## config.mk

```make
export PLATFORM = sky130hd
export DESIGN_NAME = gpio_command_engine_flat
export DESIGN_NICKNAME = d
export VERILOG_FILES = /design/src/hdl/uart_gpio_pkg.sv /design/src/hdl/byte_fifo_if.sv /design/src/hdl/uart_transmitter.sv /design/src/hdl/gpio_command_engine.sv /design/src/flat_wrapper.sv
export SDC_FILE = /design/constraint.sdc
export NUM_CORES = 1
export LEC_CHECK = 0
export BUFFER_PORTS_ARGS = -buffer_cell sky130_fd_sc_hd__buf_4
export CAP_MARGIN = 20
export CORE_UTILIZATION = 45
export DETAILED_ROUTE_END_ITERATION = 10
export PLACE_DENSITY = 0.67
export SLEW_MARGIN = 40
export SYNTH_ARGS = -nofsm -noshare
export SYNTH_HDL_FRONTEND = slang
export SYNTH_SLANG_ARGS = --single-unit
```

## constraint.sdc

```tcl
create_clock -name clock -period 2 [get_ports clock]
set_clock_uncertainty 0.2 [all_clocks]
set_input_delay 0.1 -clock clock [delete_from_list [all_inputs] [get_ports clock]]
set_output_delay 0.1 -clock clock [all_outputs]
set_load 0.01 [all_outputs]
```

## src/hdl/uart_gpio_pkg.sv

```systemverilog
package uart_gpio_pkg;

  // --------------------------------------------------
  // Board and link sizes
  // --------------------------------------------------
  localparam int gpio_width     = 3;
  localparam int clocks_per_bit = 16; // Simulation bit time
  localparam int fifo_depth     = 8;

  // Bit timing counters
  localparam int count_width = $clog2(clocks_per_bit);
  localparam logic [count_width-1:0] mid_tick  = count_width'(clocks_per_bit / 2 - 1);
  localparam logic [count_width-1:0] last_tick = count_width'(clocks_per_bit - 1);

  // Queue pointers and occupancy
  localparam int ptr_width = $clog2(fifo_depth);
  localparam logic [ptr_width:0] full_count = (ptr_width + 1)'(fifo_depth);

  // Receiver FSM states
  localparam logic [1:0] rx_idle  = 2'd0;
  localparam logic [1:0] rx_start = 2'd1;
  localparam logic [1:0] rx_data  = 2'd2;
  localparam logic [1:0] rx_stop  = 2'd3;

  // --------------------------------------------------
  // Command byte
  // --------------------------------------------------
  typedef enum logic [1:0] {
    op_write_output = 2'd0, // Payload low bits to output register
    op_write_enable = 2'd1, // Payload low bits to enable register
    op_read_pins    = 2'd2, // Reply with pin state
    op_echo         = 2'd3  // Reply with the byte itself
  } opcode_t;

  typedef union packed {
    logic [7:0] raw;
    struct packed {
      opcode_t    opcode;
      logic [5:0] payload;
    } fields;
  } command_word;

endpackage

```

## src/hdl/byte_fifo_if.sv

```systemverilog
`timescale 1ns/1ns

interface byte_fifo_if;

  // Write side
  logic       push;
  logic [7:0] push_data;
  logic       full;

  // Read side
  logic       pop;
  logic [7:0] pop_data;
  logic       empty;

  modport producer (
    output push,
    output push_data,
    input  full
  );

  modport buffer (
    input  push,
    input  push_data,
    output full,
    input  pop,
    output pop_data,
    output empty
  );

  modport consumer (
    output pop,
    input  pop_data,
    input  empty
  );

endinterface

```

## src/hdl/uart_transmitter.sv

```systemverilog
`timescale 1ns/1ns

module uart_transmitter (
  input  logic       clock,
  input  logic       reset,
  input  logic       start,
  input  logic [7:0] data,
  output logic       busy,
  output logic       tx
);

  logic [9:0] frame;     // Stop, data, start
  logic [3:0] bit_count;
  logic [uart_gpio_pkg::count_width-1:0] clock_count;

  logic load;
  logic bit_done;

  assign load     = start && !busy;
  assign bit_done = busy && (clock_count == uart_gpio_pkg::last_tick);

  // Idle line is high
  assign tx = !busy || frame[0];

  // --------------------------------------------------
  // Bit timing
  // --------------------------------------------------
  always_ff @(posedge clock) begin
    if (reset) begin
      busy        <= 1'b0;
      bit_count   <= '0;
      clock_count <= '0;
    end else if (load) begin
      busy        <= 1'b1;
      bit_count   <= '0;
      clock_count <= '0;
    end else if (busy) begin
      if (bit_done) begin
        clock_count <= '0;
        if (bit_count == 4'd9) begin
          busy <= 1'b0; // End of stop bit
        end else begin
          bit_count <= bit_count + 1'b1;
        end
      end else begin
        clock_count <= clock_count + 1'b1;
      end
    end
  end

  // Frame shifter
  always_ff @(posedge clock) begin
    if (load) begin
      frame <= {1'b1, data, 1'b0};
    end else if (bit_done) begin
      frame <= {1'b1, frame[9:1]};
    end
  end

endmodule

```

## src/hdl/gpio_command_engine.sv

```systemverilog
`timescale 1ns/1ns

module gpio_command_engine (
  input  logic                               clock,
  input  logic                               reset,
  byte_fifo_if.consumer                      fifo,
  input  logic [uart_gpio_pkg::gpio_width-1:0] pin_input,
  output logic [uart_gpio_pkg::gpio_width-1:0] pin_output,
  output logic [uart_gpio_pkg::gpio_width-1:0] pin_enable,
  output logic                               tx
);

  uart_gpio_pkg::command_word head;

  logic       needs_reply;
  logic       tx_start;
  logic       tx_busy;
  logic [7:0] tx_data;

  assign head = fifo.pop_data;

  // --------------------------------------------------
  // Decode of the queue head
  // --------------------------------------------------
  always_comb begin
    case (head.fields.opcode)
      uart_gpio_pkg::op_read_pins: begin
        needs_reply = 1'b1;
        tx_data     = {{(8 - uart_gpio_pkg::gpio_width){1'b0}}, pin_input};
      end
      uart_gpio_pkg::op_echo: begin
        needs_reply = 1'b1;
        tx_data     = head.raw; // Whole byte back
      end
      default: begin
        needs_reply = 1'b0; // Writes never wait on the transmitter
        tx_data     = head.raw;
      end
    endcase
  end

  // Replies hold the head until the transmitter is free
  assign fifo.pop = !fifo.empty && !(needs_reply && tx_busy);
  assign tx_start = fifo.pop && needs_reply;

  // --------------------------------------------------
  // GPIO registers
  // --------------------------------------------------
  always_ff @(posedge clock) begin
    if (reset) begin
      pin_output <= '0;
      pin_enable <= '0; // All pins released
    end else if (fifo.pop) begin
      case (head.fields.opcode)
        uart_gpio_pkg::op_write_output: begin
          pin_output <= head.fields.payload[uart_gpio_pkg::gpio_width-1:0];
        end
        uart_gpio_pkg::op_write_enable: begin
          pin_enable <= head.fields.payload[uart_gpio_pkg::gpio_width-1:0];
        end
        default: begin
          pin_output <= pin_output;
        end
      endcase
    end
  end

  // Reply path
  uart_transmitter transmitter (
    .clock (clock),
    .reset (reset),
    .start (tx_start),
    .data  (tx_data),
    .busy  (tx_busy),
    .tx    (tx)
  );

endmodule

```

## src/flat_wrapper.sv

```systemverilog
// flat-port wrapper written by rule: the top's interface ports become plain ports
module gpio_command_engine_flat 
  (clock, reset, pin_input, pin_output, pin_enable, tx, fifo_pop, fifo_pop_data, fifo_empty);
  byte_fifo_if fifo_i ();
  input  logic clock;
  input  logic reset;
  input  logic [uart_gpio_pkg::gpio_width-1:0] pin_input;
  output logic [uart_gpio_pkg::gpio_width-1:0] pin_output;
  output logic [uart_gpio_pkg::gpio_width-1:0] pin_enable;
  output logic tx;
  output wire logic [$bits(fifo_i.pop)-1:0] fifo_pop;
  input wire logic [$bits(fifo_i.pop_data)-1:0] fifo_pop_data;
  input wire logic [$bits(fifo_i.empty)-1:0] fifo_empty;
  assign fifo_pop = fifo_i.pop;
  assign fifo_i.pop_data = fifo_pop_data;
  assign fifo_i.empty = fifo_empty;
  gpio_command_engine u_core (.clock(clock), .reset(reset), .fifo(fifo_i), .pin_input(pin_input), .pin_output(pin_output), .pin_enable(pin_enable), .tx(tx));
endmodule
```

Yosys cells after proc, flatten, opt, wreduce, memory -nomap -nowiden
Index checks and enable logic that the tools add are counted.
- register bits after elaboration: 24
- output and inout port bits: 8
- word-level logic and storage cells: 40
- $add $sub $neg: 2
- equal/unequal tests: 5
- mux-type cells: 9
- bitwise gates (word level): 1
- reductions and logical operators: 16
- operator list (kind ; count):
    $mux 9 ; 2
    $add 4x1->4 const B ; 2
    $eq 4x4->1 const B ; 2
    $mux 8 ; 1
    $logic_and 1x1->1 ; 5
    $mux 1 ; 5
    $eq 2x2->1 const B ; 2
    $mux 4 ; 1
    $reduce_and 2->1 ; 2
    $reduce_or 2->1 ; 2
    $logic_not 1->1 ; 3
    $reduce_and 3->1 ; 1
    $eq 2x1->1 const B ; 1
    $logic_not 2->1 ; 1
    $reduce_bool 2->1 ; 1
    $logic_or 1x1->1 ; 1
    $not 1->1 ; 1

Longest topological paths before layout
- depth in word-level cells: 9
- depth in mapped cells: 5
- depth with buffers taken out: 5

Hierarchy
A second synthesis with hierarchy kept.
- cell total of the unflattened synthesis: 112
- area, all modules: 1191.1 sq um
- modules (own cells, without submodules) (module ; instances ; cells an instance ; area each (sq um) ; sequential area each (sq um)):
    uart_transmitter ; 1 ; 76 ; 845.8 ; 440.4
    gpio_command_engine ; 1 ; 36 ; 345.3 ; 120.1

Worst setup path before layout
OpenSTA, ideal clock, no wires.
- kind: register -> register
- start: register u_core.transmitter.clock_count[0] in the netlist's numbering
- end: register u_core.transmitter.bit_count[3]
- library setup time: 66 ps
- arrival: 1315 ps
- path slack: 419 ps
- cell stages (with the launch flop): 6
- period minus slack after synthesis: 1581 ps
- path through: dfxtp_1 > ha_1 > nand4_2 > buf_6 > or3_4 > a21oi_2
- word-level cells in the longest chain between the ends: 3
- RTL lines (item ; RTL line ; source):
    start: declaration ; uart_transmitter.sv:14 ; logic [uart_gpio_pkg::count_width-1:0] clock_count;
    start signal: assignment ; uart_transmitter.sv:46 ; clock_count <= clock_count + 1'b1;
    $eq 4x4->1 ; uart_transmitter.sv:20 ; assign bit_done = busy && (clock_count == uart_gpio_pkg::last_tick);
    $logic_and 1x1->1 ; uart_transmitter.sv:20 ;
    $reduce_and 3->1 (no line) ; -- ;
    end signal: assignment ; uart_transmitter.sv:43 ; bit_count <= bit_count + 1'b1;
    end: declaration ; uart_transmitter.sv:13 ; logic [3:0] bit_count;
Every way passes these cells.
A chain may end at the register's enable or synchronous reset.

Worst setup path in the final report
- start: register u_core.transmitter.clock_count[0] in the netlist's numbering
- end: register u_core.transmitter.bit_count[2]
The elaborated chain is that of the path after synthesis.

==> reports/metrics.csv <==
stage,metric,value,unit
clock_network,clockRootBuffer,clkbuf_4,
timing,max-slew-margin-rel,59.9,%
yosys,synth_ff_type,dfxtp_1,
worst_setup_path,reg2reg_from,u_core.transmitter.clock_count[0],
yosys,synthArstFlopShare,0,%
clock_network,path_clk_slew,0.11,ns
floorplanning,num_rows,17,
global_route,grt_pass1_vias,809,
clock_network,clock_latency,0.30,ns
placement,gp_congestion,0.748,
placement,place_area,1260,um^2
placement,post-dp-hpwl,1530,um
final_layout,n_antenna_cell,0,
route,drcViolationCount,0,
global_route,grtUsageTotal,19.9,%
worst_setup_path,path_cells,ha_1 > nand4_2 > or4_1 > a21oi_1,
global_route,grt_pass1_wl,3770,um
yosys,synth_cells,105,
min_path,hold_path.startpoint,fifo_pop_data[7],
timing,finalCritPeriodShare,92.6,%
clock_network,h-tree-depth,1,
run,cap_violations,0,
final_layout,drive_gt1_share,21.5,%
pwr,powerDensity,598,nW/um^2
floorplanning,initial_core_util,48.9,%
worst_setup_path,max_stage_delay,0.54,ns
pwr,p_leak,0.549,nW
yosys,synth_area_leader_cell,dfxtp_1,
global_route,grt-ovfl-total,0,
timing,tns,0,ns
timing,maxSlewViolCount,0,
placement,numPortBuffers,21,
floorplanning,coreArea,2280,um^2
timing,fin_crit,1.85,ns
final_layout,areaGrowthSynthToFinish,26.2,%
route,wl_met1,1110,um
route,ant_nets,0,
worst_setup_path,crit_fanout,12,
clock_network,cts_tree,built,
pwr,ir_drop,0.000462,V
route,drt_first_pass_iters,4,
clock_network,cts_setup_buffers,0,
route,vias_per_cell,5.29,
clock_network,clock_path_buffers,2,
route,routed.top_layer,met4,
yosys,syn_area,1110,um^2
worst_setup_path,critPathKind,register to register,
yosys,netlist_top_cells_area,"dfxtp_1 (29%), edfxtp_1 (22%), mux2i_1 (8.1%)",
run_status,status,completed,
min_path,hold_class,input pin to register,
worst_setup_path,startpoint_type,register,
clock_network,cts_resized,0,
final_layout,nNetsFinal,153,
worst_setup_path,critical_path_required,2.04,ns
floorplanning,io_pins,22,
worst_setup_path,cp.arrival,1.89,ns
floorplanning,die_x,51.7,um
worst_setup_path,setup.worst_path.end_class,register,
global_route,grt_antenna_before_repair,0,
floorplanning,die-height,51.7,um
yosys,synth_top_area_share,28.8,%
timing,finalHoldViolCount,0,
route,dr_wl_met2,1030,um
global_route,grt_max_degree,15,
route,drt_wl_total,2220,um
floorplanning,die_area,2670,um^2
route,drt_iter0_markers,19,
yosys,synth_cell_type_count,35,
clock_network,cts.sinks,24,
yosys,seq_area_frac_synth,50.4,%
worst_setup_path,critical_path.startpoint,u_core.transmitter.clock_count[0],
route,vias,863,
route,routedWlPerCell,13.6,um
final_layout,stdcell_area,1400,um^2
timing,worst_slew_pin_slew,0.598,ns
clock_network,cts_inserted_buffers,3,
yosys,ys_warn_count,0,
timing,rsz0062_at_grt,false,
clock_network,hold_buffers,12,
yosys,yosys_register_bits,24,
route,wl_met3,67,um
final_layout,layout_commonest_cell,buf_4,
timing,max_freq,0.540,GHz
yosys,synth-edff-count,8,
final_layout,final_cell_mix,"buf_4 (21), dfxtp_1 (16), dlygate4sd3_1 (12)",
yosys,synth_nets,122,
timing,setup_viol,0,
worst_setup_path,cpMaxStageDelayCell,or4_1,
yosys,syn_area_per_cell,10.6,um^2
## metal layers
layer	up-vias	global-route usage, %
li1	443	-
met1	406	27.9
met2	12	29.2
met3	2	6.14
met4	0	5.41
met5	-	0
## synth_stat cells, types with 2 or more instances
cell type and number:
nand2b_1 4, nand3_1 3, buf_2 2, dfxtp_1 16
ha_1 3, edfxtp_1 8, nor3_1 2, mux2i_1 9
a22o_1 3, a21oi_1 8, buf_6 2, nand2_1 7
nand3b_1 2, inv_1 2, nor2_1 8, o21ai_0 7
## worst max-delay path, delay by kind of cell (launching register included)
| kind | cells | cell delay [ns] |
|---|---|---|
| AOI/OAI and AO/OA | 1 | 0.12 |
| adders and majority gates | 1 | 0.24 |
| DFF | 1 | 0.42 |
| and+or+nand+nor | 2 | 0.80 |
## cell families (layout without fill, tap and decap cells)
logic type      count (synthesis)  after routing  synth area share [%]
flops                          24             24                  50.4
compound gates                 23             23                  12.8
xor+xnor                        1              1                 0.788
mux                             9              9                  8.10
buf+inv                         9             39                  4.95
simple gates                   36             36                  19.6
fa+ha+maj                       3              3                  3.37
## through the flow
stage | worst slack, ns | hold slack, ns | utilization, % | total power, W | cells
2_1_floorplan | 0.419 | 0.0441 | - | 0.000584 | 105
3_3_place_gp | 0.251 | 0.144 | 55.3 | 0.000621 | 147
3_5_place_dp | 0.180 | 0.141 | 55.3 | 0.000623 | 147
4_1_cts | 0.155 | 0.00123 | 61.7 | 0.000847 | 163
5_1_grt | 0.0322 | 0.0133 | 61.7 | 0.000881 | 163
6_report | 0.148 | 0.00509 | 61.7 | 0.000839 | 163
## worst paths after layout
check | end | slack [ns] | cells after the start
worst max-delay path | u_core.transmitter.bit_count[2] | 0.15 | 4
worst min-delay path | u_core.pin_enable[2] | 0.005 | 4
worst min register to register | u_core.transmitter.frame[0] | 0.27 | 2
worst max register to register | u_core.transmitter.bit_count[2] | 0.15 | 4
## power breakdown
part           internal (W)  switching, W  total [W]
logic             0.0000589     0.0000439   0.000103
registers          0.000518     0.0000110   0.000529
clock network     0.0000778      0.000129   0.000207
## layout make-up
type	count	area [um^2]
clock buffers	4	26.3
fillers	196	872
inverters	2	7.51
multi-input cells	72	497
flip-flops and latches	24	561
well taps	28	35.0
repair buffers	33	278
## flip-flops by register name, summed over array words and instances, names as in the netlist
register,count
u_core.transmitter.frame,9
u_core.pin_output,3
u_core.transmitter.busy,1
u_core.transmitter.clock_count,4
u_core.pin_enable,3
u_core.transmitter.bit_count,4
Power figures use the tool's default switching activity.
