## src/hdl/uart_gpio_pkg.sv

```systemverilog
package uart_gpio_pkg;

  // --------------------------------------------------
  // Board and link sizes
  // --------------------------------------------------
  localparam int gpio_width     = 3;
  localparam int clocks_per_bit = 16; // Simulation bit time
  localparam int fifo_depth     = 8;

  // Bit timing counters
  localparam int count_width = $clog2(clocks_per_bit);
  localparam logic [count_width-1:0] mid_tick  = count_width'(clocks_per_bit / 2 - 1);
  localparam logic [count_width-1:0] last_tick = count_width'(clocks_per_bit - 1);

  // Queue pointers and occupancy
  localparam int ptr_width = $clog2(fifo_depth);
  localparam logic [ptr_width:0] full_count = (ptr_width + 1)'(fifo_depth);

  // Receiver FSM states
  localparam logic [1:0] rx_idle  = 2'd0;
  localparam logic [1:0] rx_start = 2'd1;
  localparam logic [1:0] rx_data  = 2'd2;
  localparam logic [1:0] rx_stop  = 2'd3;

  // --------------------------------------------------
  // Command byte
  // --------------------------------------------------
  typedef enum logic [1:0] {
    op_write_output = 2'd0, // Payload low bits to output register
    op_write_enable = 2'd1, // Payload low bits to enable register
    op_read_pins    = 2'd2, // Reply with pin state
    op_echo         = 2'd3  // Reply with the byte itself
  } opcode_t;

  typedef union packed {
    logic [7:0] raw;
    struct packed {
      opcode_t    opcode;
      logic [5:0] payload;
    } fields;
  } command_word;

endpackage

```

## src/hdl/byte_fifo_if.sv

```systemverilog
`timescale 1ns/1ns

interface byte_fifo_if;

  // Write side
  logic       push;
  logic [7:0] push_data;
  logic       full;

  // Read side
  logic       pop;
  logic [7:0] pop_data;
  logic       empty;

  modport producer (
    output push,
    output push_data,
    input  full
  );

  modport buffer (
    input  push,
    input  push_data,
    output full,
    input  pop,
    output pop_data,
    output empty
  );

  modport consumer (
    output pop,
    input  pop_data,
    input  empty
  );

endinterface

```

## src/hdl/byte_fifo.sv

```systemverilog
`timescale 1ns/1ns

module byte_fifo (
  input  logic       clock,
  input  logic       reset,
  byte_fifo_if.buffer fifo
);

  logic [7:0] mem [uart_gpio_pkg::fifo_depth];
  logic [uart_gpio_pkg::ptr_width-1:0] wr_ptr;
  logic [uart_gpio_pkg::ptr_width-1:0] rd_ptr;
  logic [uart_gpio_pkg::ptr_width:0]   count;

  logic do_push;
  logic do_pop;

  assign do_push = fifo.push && !fifo.full; // Push into a full queue is lost
  assign do_pop  = fifo.pop && !fifo.empty;

  assign fifo.full     = (count == uart_gpio_pkg::full_count);
  assign fifo.empty    = (count == '0);
  assign fifo.pop_data = mem[rd_ptr]; // Head entry

  // --------------------------------------------------
  // Pointers and occupancy
  // --------------------------------------------------
  always_ff @(posedge clock) begin
    if (reset) begin
      wr_ptr <= '0;
      rd_ptr <= '0;
      count  <= '0;
    end else begin
      if (do_push) begin
        wr_ptr <= wr_ptr + 1'b1; // Wraps at the depth
      end
      if (do_pop) begin
        rd_ptr <= rd_ptr + 1'b1;
      end
      case ({do_push, do_pop})
        2'b10:   count <= count + 1'b1;
        2'b01:   count <= count - 1'b1;
        default: count <= count; // Both or neither
      endcase
    end
  end

  // Storage
  always_ff @(posedge clock) begin
    if (do_push) begin
      mem[wr_ptr] <= fifo.push_data;
    end
  end

endmodule

```

## src/flat_wrapper.sv

```systemverilog
// flat-port wrapper written by rule: the top's interface ports become plain ports
module byte_fifo_flat 
  (clock, reset, fifo_push, fifo_push_data, fifo_full, fifo_pop, fifo_pop_data, fifo_empty);
  byte_fifo_if fifo_i ();
  input  logic clock;
  input  logic reset;
  input wire logic [$bits(fifo_i.push)-1:0] fifo_push;
  input wire logic [$bits(fifo_i.push_data)-1:0] fifo_push_data;
  output wire logic [$bits(fifo_i.full)-1:0] fifo_full;
  input wire logic [$bits(fifo_i.pop)-1:0] fifo_pop;
  output wire logic [$bits(fifo_i.pop_data)-1:0] fifo_pop_data;
  output wire logic [$bits(fifo_i.empty)-1:0] fifo_empty;
  assign fifo_i.push = fifo_push;
  assign fifo_i.push_data = fifo_push_data;
  assign fifo_full = fifo_i.full;
  assign fifo_i.pop = fifo_pop;
  assign fifo_pop_data = fifo_i.pop_data;
  assign fifo_empty = fifo_i.empty;
  byte_fifo u_core (.clock(clock), .reset(reset), .fifo(fifo_i));
endmodule
```

## config.mk

```make
export PLATFORM = sky130hd
export DESIGN_NAME = byte_fifo_flat
export DESIGN_NICKNAME = d
export VERILOG_FILES = /design/src/hdl/uart_gpio_pkg.sv /design/src/hdl/byte_fifo_if.sv /design/src/hdl/byte_fifo.sv /design/src/flat_wrapper.sv
export SDC_FILE = /design/constraint.sdc
export NUM_CORES = 1
export LEC_CHECK = 0
export BUFFER_PORTS_ARGS = -buffer_cell sky130_fd_sc_hd__clkbuf_2
export CORE_MARGIN = 2
export CORE_UTILIZATION = 55
export CTS_BUF_LIST = sky130_fd_sc_hd__clkbuf_8
export CTS_CLUSTER_SIZE = 10
export DETAILED_ROUTE_END_ITERATION = 12
export PLACE_DENSITY_LB_ADDON = 0.25
export SYNTH_ARGS = -nofsm -noshare
export SYNTH_HDL_FRONTEND = slang
export SYNTH_SLANG_ARGS = --single-unit
export TNS_END_PERCENT = 10
```

## constraint.sdc

```tcl
create_clock -name clock -period 3.3 [get_ports clock]
set_input_delay 0.66 -clock clock [delete_from_list [all_inputs] [get_ports clock]]
set_output_delay 0.66 -clock clock [all_outputs]
set_load 0.02 [all_outputs]
```

# Word level (Yosys, flattened, before mapping)
# Memory sizes are Yosys's and may differ from the RTL's. A register that Yosys moved wholly into a read port is not among the register bits.
# Cells that the tools add are included.
dict set report totals {
  rom_bits 0
  word_cells 22
  output_inout_bits 10
  latchBits 0
  inputBits 12
  register_bits 10
  ram_bits 64
  memories 1
}
dict set report classes {
  n_eq_ne 3
  n_mux 5
  n_div 0
  bitwise 0
  shifts 0
  n_reduce_logical 6
  n_mul 0
  n_addsub 4
  order_cmp 0
}
# name words width rd rd_ports_with_merged_regs write_ports line_no
set mem_list {}
lappend mem_list {u_core.mem 8 8 1 1 1 byte_fifo.sv:9} ;# logic [7:0] mem [uart_gpio_pkg::fifo_depth];
# operator n
set op_table {}
lappend op_table {{4-bit one-hot mux with 2 select lines} 1}
lappend op_table {{3-bit by 1-bit adder with 3-bit output (second input constant)} 2}
lappend op_table {{3-bit 2-to-1 mux} 2}
lappend op_table {{4-bit by 1-bit adder with 4-bit output (second input constant)} 1}
lappend op_table {{4-bit == test (second input constant)} 1}
lappend op_table {{4-bit logical NOT} 1}
lappend op_table {{4-bit by 1-bit subtractor with 4-bit output (second input constant)} 1}
lappend op_table {{2-bit by 1-bit == test with 1-bit output (second input constant)} 1}
lappend op_table {{2-bit == test (second input constant)} 1}
lappend op_table {{1-bit logical AND} 2}
lappend op_table {{1-bit logical NOT} 2}
lappend op_table {{1-bit 2-to-1 mux} 2}
lappend op_table {{2-bit nonzero test} 1}

# Depth between registers and ports, before layout
# Gate-level depths: netlist of the first run.
dict set report logic_depth {
  ltp_word 5
  mapped_depth 11
  mapped_depth_nobuf 9
}

# Worst setup path after synthesis of the first run
# OpenSTA, ideal clock, no wires.
dict set report synth_path {
  path_type {register to register}
  startpoint {reg u_core.count[1] in the netlist's numbering}
  endpoint {reg u_core.count[3] in the netlist's numbering}
  required_time_ns 3.179
  t_arrival_ns 2.377
  slack_ns 0.802
  n_path_buf 2
  path_stages_with_launch 9
  setup_time_ns 0.121
  synth_period_minus_slack_ns 2.498
  cell_sequence {dfxtp_1 buf_6 or4b_4 buf_6 nand2_8 ha_1 or3_2 o32ai_1 mux2_2}
}
dict set report synth_via {
  elab_chain_len 5
  word_cells_on_any_way 12
  classes_between {2 x add/sub; 3 x eq/ne; 1 x mux; 6 x reduce/logical}
}
# item line_no
set synth_lines {}
lappend synth_lines {{start, declared} byte_fifo.sv:12} ;# logic [uart_gpio_pkg::ptr_width:0] count;
lappend synth_lines {{start signal, assigned} byte_fifo.sv:40} ;# 2'b10: count <= count + 1'b1;
lappend synth_lines {{start signal, assigned} byte_fifo.sv:41} ;# 2'b01: count <= count - 1'b1;
lappend synth_lines {{start signal, assigned} byte_fifo.sv:42} ;# default: count <= count;
lappend synth_lines {{4-bit == test or 4-bit logical NOT (tied branches)} {byte_fifo.sv:20, byte_fifo.sv:21}}
lappend synth_lines {{1-bit logical NOT, on equally long branches} {byte_fifo.sv:17, byte_fifo.sv:18}}
lappend synth_lines {{1-bit logical AND, on equally long branches} {byte_fifo.sv:17, byte_fifo.sv:18}}
lappend synth_lines {{2-bit by 1-bit == test with 1-bit output or 2-bit == test (tied branches)} byte_fifo.sv:39} ;# case ({do_push, do_pop})
lappend synth_lines {{4-bit one-hot mux with 2 select lines or 2-bit nonzero test (tied branches)} --}
# Several ways; a longest one is shown, not always the timed one.
# A chain may end at the register's enable or synchronous reset.

==> results of run 1 <==
## metal layers
metal  wire length, um  global-route usage (%)  vias to the layer above
li1                  -                       -                      729
met1              2220                    23.2                      796
met2              2910                    33.6                       28
met3               177                    3.73                        7
met4                82                    10.3                        0
met5                 0                       0                        -
## final cells by class
type                    count  area, um^2  share of cell area (%)
clock buffers               9         124                    3.49
clock inverters             7        97.6                    2.75
inverters                   1        3.75                   0.106
multi-input cells          82         897                    25.3
flip-flops and latches     77        2180                    61.6
well taps                  72        90.1                    2.54
repair buffers             27         150                    4.24
## cells in the mapped netlist
cell type	instances	share of area [%]
ha_1	5	2.0
buf_1	1	0.12
nor2b_1	4	0.79
buf_12	1	0.63
or3_2	1	0.24
nor3_1	4	0.63
dfxtp_1	13	8.3
nor4_1	2	0.40
edfxtp_1	64	61
mux4_1	12	10
buf_2	1	0.16
mux2i_1	1	0.32
nand2_1	4	0.48
nand2b_1	3	0.60
mux4_2	4	2.9
xor2_1	6	1.7
or4b_4	1	0.44
or3_1	1	0.20
a31oi_1	1	0.20
clkbuf_1	2	0.24
nand3_1	3	0.48
o21ai_0	1	0.16
nor2_1	11	1.3
xnor2_1	1	0.28
a21oi_1	4	0.63
a21oi_2	1	0.28
o41a_2	1	0.40
o32ai_1	1	0.28
mux2_2	9	3.2
nand2_8	1	0.63
inv_1	1	0.12
buf_6	3	1.1
## where the power goes
part,internal (uW),switching [uW]
Clock,428,334
Sequential,1140,73.5
Combinational,284,324
Total,1850,731
## state kept, by name, summed over array words and instances (netlist names), named ones only
signal	count
u_core.count	4
u_core.mem	64
u_core.rd_ptr	3
u_core.wr_ptr	3
## worst reg2reg max path, delay by kind of cell, from the launching register on
kind	cells	cell delay, ps
and+or+nand+nor	3	1240
DFF	1	400
muxes	1	370
adders and majority gates	1	310
AOI/OAI and AO/OA	1	180
## stage by stage
stage	instance area (um^2)	total power [uW]
floorplan	3150	1690
global placement	3320	1800
detailed placement	3320	1850
CTS	3540	2610
global route	3540	2710
finish	3540	2580
## path summary, 6_finish.rpt
check / startpoint / end / slack (ps) / depth (start not counted)
max: register / fifo_pop_data[1] / 630 / 3
min: u_core.rd_ptr[1] / u_core.rd_ptr[1] / 500 / 2
max reg2reg: u_core.count[1] / u_core.count[3] / 690 / 6
min reg2reg: u_core.rd_ptr[1] / u_core.rd_ptr[1] / 500 / 2
## cell families (layout without fill, tap and decap cells)
family	count (synthesis)	count (layout)	synth area share (%)
and+or+nand+nor	35	35	6.19
xor gates and xnor gates	7	7	1.94
DFF	77	77	69.2
buffers and inverters	9	44	2.34
muxes	26	26	16.4
AOI/OAI and AO/OA	9	9	1.94
adders and majority gates	5	5	1.98
==> results_dict.tcl, run 1 <==
set metrics [dict create \
    required_ps 2640 \
    fin_crit_ps 2670 \
    die_x_um 79.7 \
    hold_viol 0 \
    port_buffers 21 \
    crit_path_start_kind "register" \
    drive_gt1_share_pct 30.0 \
    p_per_area_nw_per_um2 729 \
    worstPathArrival_ps 2010 \
    globalRouteOverflowTotal 0 \
    crit_type "reg2out" \
    tightest_slew_ps 872 \
    drv_cap 0 \
    routed_wire_length_per_instance_um 19.6 \
    syn_area_per_cell_um2 18.8 \
    wl_mm 5.39 \
    final_common_cell "edfxtp_1" \
    crit_chain "mux4_1 > mux2_2 > clkbuf_2" \
    clock_path_buffers 2 \
    initial_core_util_pct 57.3 \
    hpwl_mm 3.40 \
    ir_worst_vdd_mv 0.480 \
    critPathCaptureType "primary output" \
    grt_max_degree 17 \
    fmax_mhz 375 \
    yosys_warnings 0 \
    cts_made_buffers 9 \
    period_share_pct 80.8 \
    synth-seq-area-share_pct 69.2 \
    antenna_found_initial 0 \
    route.detailed.drc 0 \
    dieArea_um2 6350 \
    drt-vias-per-instance 5.67 \
    layout_setup_ws_ps 633 \
    fin_hold_ws_ps 504 \
    worstPathBufferInverterCount 1 \
    critPathSlowestCell "dfxtp_1" \
    rsz0062_at_grt "false" \
    fillerInstances 392 \
    antenna_cells 0 \
    dp_slack_ps 708 \
    grt.total_usage_pct 19.5 \
    max_stage_delay_ps 810 \
    critical-path-top-delay-family "flip-flops" \
    vias 1560 \
    grt_pass1_wl_mm 8.57 \
    drv_slew 0 \
    hp-class "reg2reg" \
    setup_viol 0 \
    cts.sinks 77 \
    cts_setup_buffers 0 \
    layout_common_cells "edfxtp_1 (64), clkbuf_2 (21), dfxtp_1 (13)" \
    root_buffer "clkbuf_8" \
    power_leakage_uw 0.00124 \
    skew_ps 8.10 \
    cts_tree "done" \
    cts_hold_buf 0 \
    drtIter0Drc 72 \
    synth_cell_type_count 32 \
    clk_latency_ps 340 \
    stdcell_count 275 \
    num_rows 27 \
    finalSetupTns_ps 0 \
    utilization_pct 64.4 \
    outcome "complete, no violations" \
    die_h_um 79.7 \
    core_um2 5510 \
    firstDrtPassIters 4 \
    synth.cell_area_um2 3150 \
    io_pins 22 \
    cts.htree.levels 3 \
    synth_nets 185 \
    area_growth_pct 12.4 \
    slew_headroom_pct 41.7 \
    clk_pin_slew_ps 80 \
    gp_congestion 0.830 \
    cts_resized 0 \
    crit_path_max_fanout 16 \
    grt_pass1_vias 1680 \
    nNetsFinal 215 \
    netlist_instances 168 \
    ys_seq_elements 77 \
    dp.cells 259 \
    ant_nets 0 \
]
Note: power is estimated with default switching activity, not from simulation.
==> run 2: changes to the inputs <==
==> constraint.sdc (replaced) <==
create_clock -name clock -period 2.2 [get_ports clock]
set_input_delay 0.44 -clock clock [delete_from_list [all_inputs] [get_ports clock]]
set_output_delay 0.44 -clock clock [all_outputs]
set_load 0.02 [all_outputs]
==> run 2 against run 1 <==
The flow now finishes with violations (negative setup slack); flip-flop and latch count unchanged; die area unchanged; combinational power up 120%; largest power group unchanged; highest routed layer unchanged.
==> results_dict.tcl, run 2 (synthesis gave the netlist of run 1 again) <==
set metrics [dict create \
    outcome "finished with violations" \
    violations "negative setup slack" \
    drv_slew 0 \
    cts_hold_buf 0 \
    drive_gt1_share_pct 42.7 \
    critPathCaptureType "primary output" \
    route.detailed.drc 0 \
    clk_latency_ps 340 \
    clock_path_buffers 2 \
    core_um2 5510 \
    layout_common_cells "edfxtp_1 (64), mux4_2 (16), buf_4 (15)" \
    utilization_pct 69.1 \
    cts_made_buffers 9 \
    fin_crit_ps 2250 \
    cts.sinks 77 \
    layout_setup_ws_ps -53.9 \
    die_x_um 79.7 \
    grt_util_met1_pct 25.9 \
    cts_tree "done" \
    tightest_slew_ps 859 \
    area_growth_pct 20.6 \
    grt_max_degree 17 \
    clk_pin_slew_ps 70 \
    antenna_cells 0 \
    grt_pass1_wl_mm 9.05 \
    drv_cap 0 \
    gp_congestion 0.814 \
    grt.total_usage_pct 20.3 \
    grt.busiest_layer "met2" \
    skew_ps 11.7 \
    fmax_mhz 444 \
    grt_pass1_vias 1727 \
    final_common_cell "edfxtp_1" \
    vias 1616 \
    regMostFlops "u_core.mem" \
    reg_top3 "u_core.mem (64), u_core.count (4)" \
    drtIter0Drc 122 \
    io_pins 22 \
    fillerInstances 350 \
    num_rows 27 \
    hold_viol 0 \
    globalRouteOverflowTotal 0 \
    crit_path_max_fanout 8 \
    required_ps 1760 \
    wl_mm 5.81 \
    finalSetupTns_ps -402 \
    gr-usage-met3_pct 3.39 \
    die_h_um 79.7 \
    crit_type "reg2out" \
    hp-class "in2reg" \
    crit_path_start_kind "register" \
    dieArea_um2 6350 \
    power_leakage_uw 0.00132 \
    use_met2_pct 34.5 \
    drt-vias-per-instance 5.67 \
    routed_wire_length_per_instance_um 20.4 \
    initial_core_util_pct 57.3 \
    root_buffer "clkbuf_8" \
    worstPathArrival_ps 1810 \
    port_buffers 21 \
    period_share_pct 102 \
    cts.htree.levels 3 \
    slew_headroom_pct 42.5 \
    ant_nets 0 \
    setup_viol 10 \
    firstDrtPassIters 4 \
    ir_worst_vdd_mv 0.695 \
    nNetsFinal 226 \
    largest_reg_flops 64 \
    hpwl_mm 3.53 \
    p_per_area_nw_per_um2 1150 \
    antenna_found_initial 0 \
    rsz0062_at_grt "true" \
]
==> run 2: cell count changes in the layout (fill, tap and decap cells not counted), moves of 3 or more <==
| cell | change |
|---|---|
| mux4_1 | -12 |
| mux4_2 | +12 |
| buf_4 | +9 |
| clkbuf_2 | -8 |
| mux2_2 | -7 |
| mux2_4 | +7 |
| buf_8 | +5 |
| dfxtp_1 | -3 |
| ha_1 | -3 |
==> run 2: metal layers <==
metal,wire length [um],part of all wire [%]
met2,3110,53
met5,0,0
met1,2330,40
met4,87,1.5
met3,290,5.0
==> run 2: path summary, 6_finish.rpt <==
check,startpoint,endpoint,slack [ps],cells after the start
worst max-delay path,register,fifo_pop_data[7],-50,4
worst min-delay path,fifo_push_data[3],u_core.mem[6][3],380,1
worst max register to register,u_core.count[2],u_core.count[2],-50,9
worst min register to register,u_core.rd_ptr[1],register,530,2
==> run 2: through the flow <==
step | setup WS (ps) | total power [uW] | hold WS, ps | cells | instance area, um^2
after floorplan | -22.6 | 2610 | 468 | 168 | 3190
after global placement | 79.5 | 2840 | 477 | 266 | 3430
after detailed placement | -36.8 | 2910 | 529 | 266 | 3430
after CTS | -91.3 | 4280 | 370 | 282 | 3720
after global routing | -118 | 4560 | 384 | 285 | 3800
final | -53.9 | 4390 | 384 | 285 | 3800
==> run 2: power by group <==
group / switching [uW] / internal, uW
Clock: 468 / 738
Sequential: 92.8 / 1720
Combinational: 619 / 744
Total: 1180 / 3210
==> run 2: what timing repair did <==
action	4_1_cts	5_1_grt
cloned	1	0
setup buffers	0	3
resized for setup	33	19
endpoints found under the setup margin	10	10
pin swaps	2	6
==> run 2: cell type report <==
type	count	area [um^2]	area share (%)
clock buffers	9	124	3.26
clock inverters	6	103	2.70
inverters	1	3.75	0.0987
multi-input cells	82	952	25.0
flip-flops and latches	77	2190	57.6
well taps	72	90.1	2.37
repair buffers	38	339	8.92
==> run 2: worst max-delay path, stage by stage (launching register included) <==
cell     delay (ps)
dfxtp_4         390
buf_12          150
mux4_2          510
mux2_4          290
buf_8           130
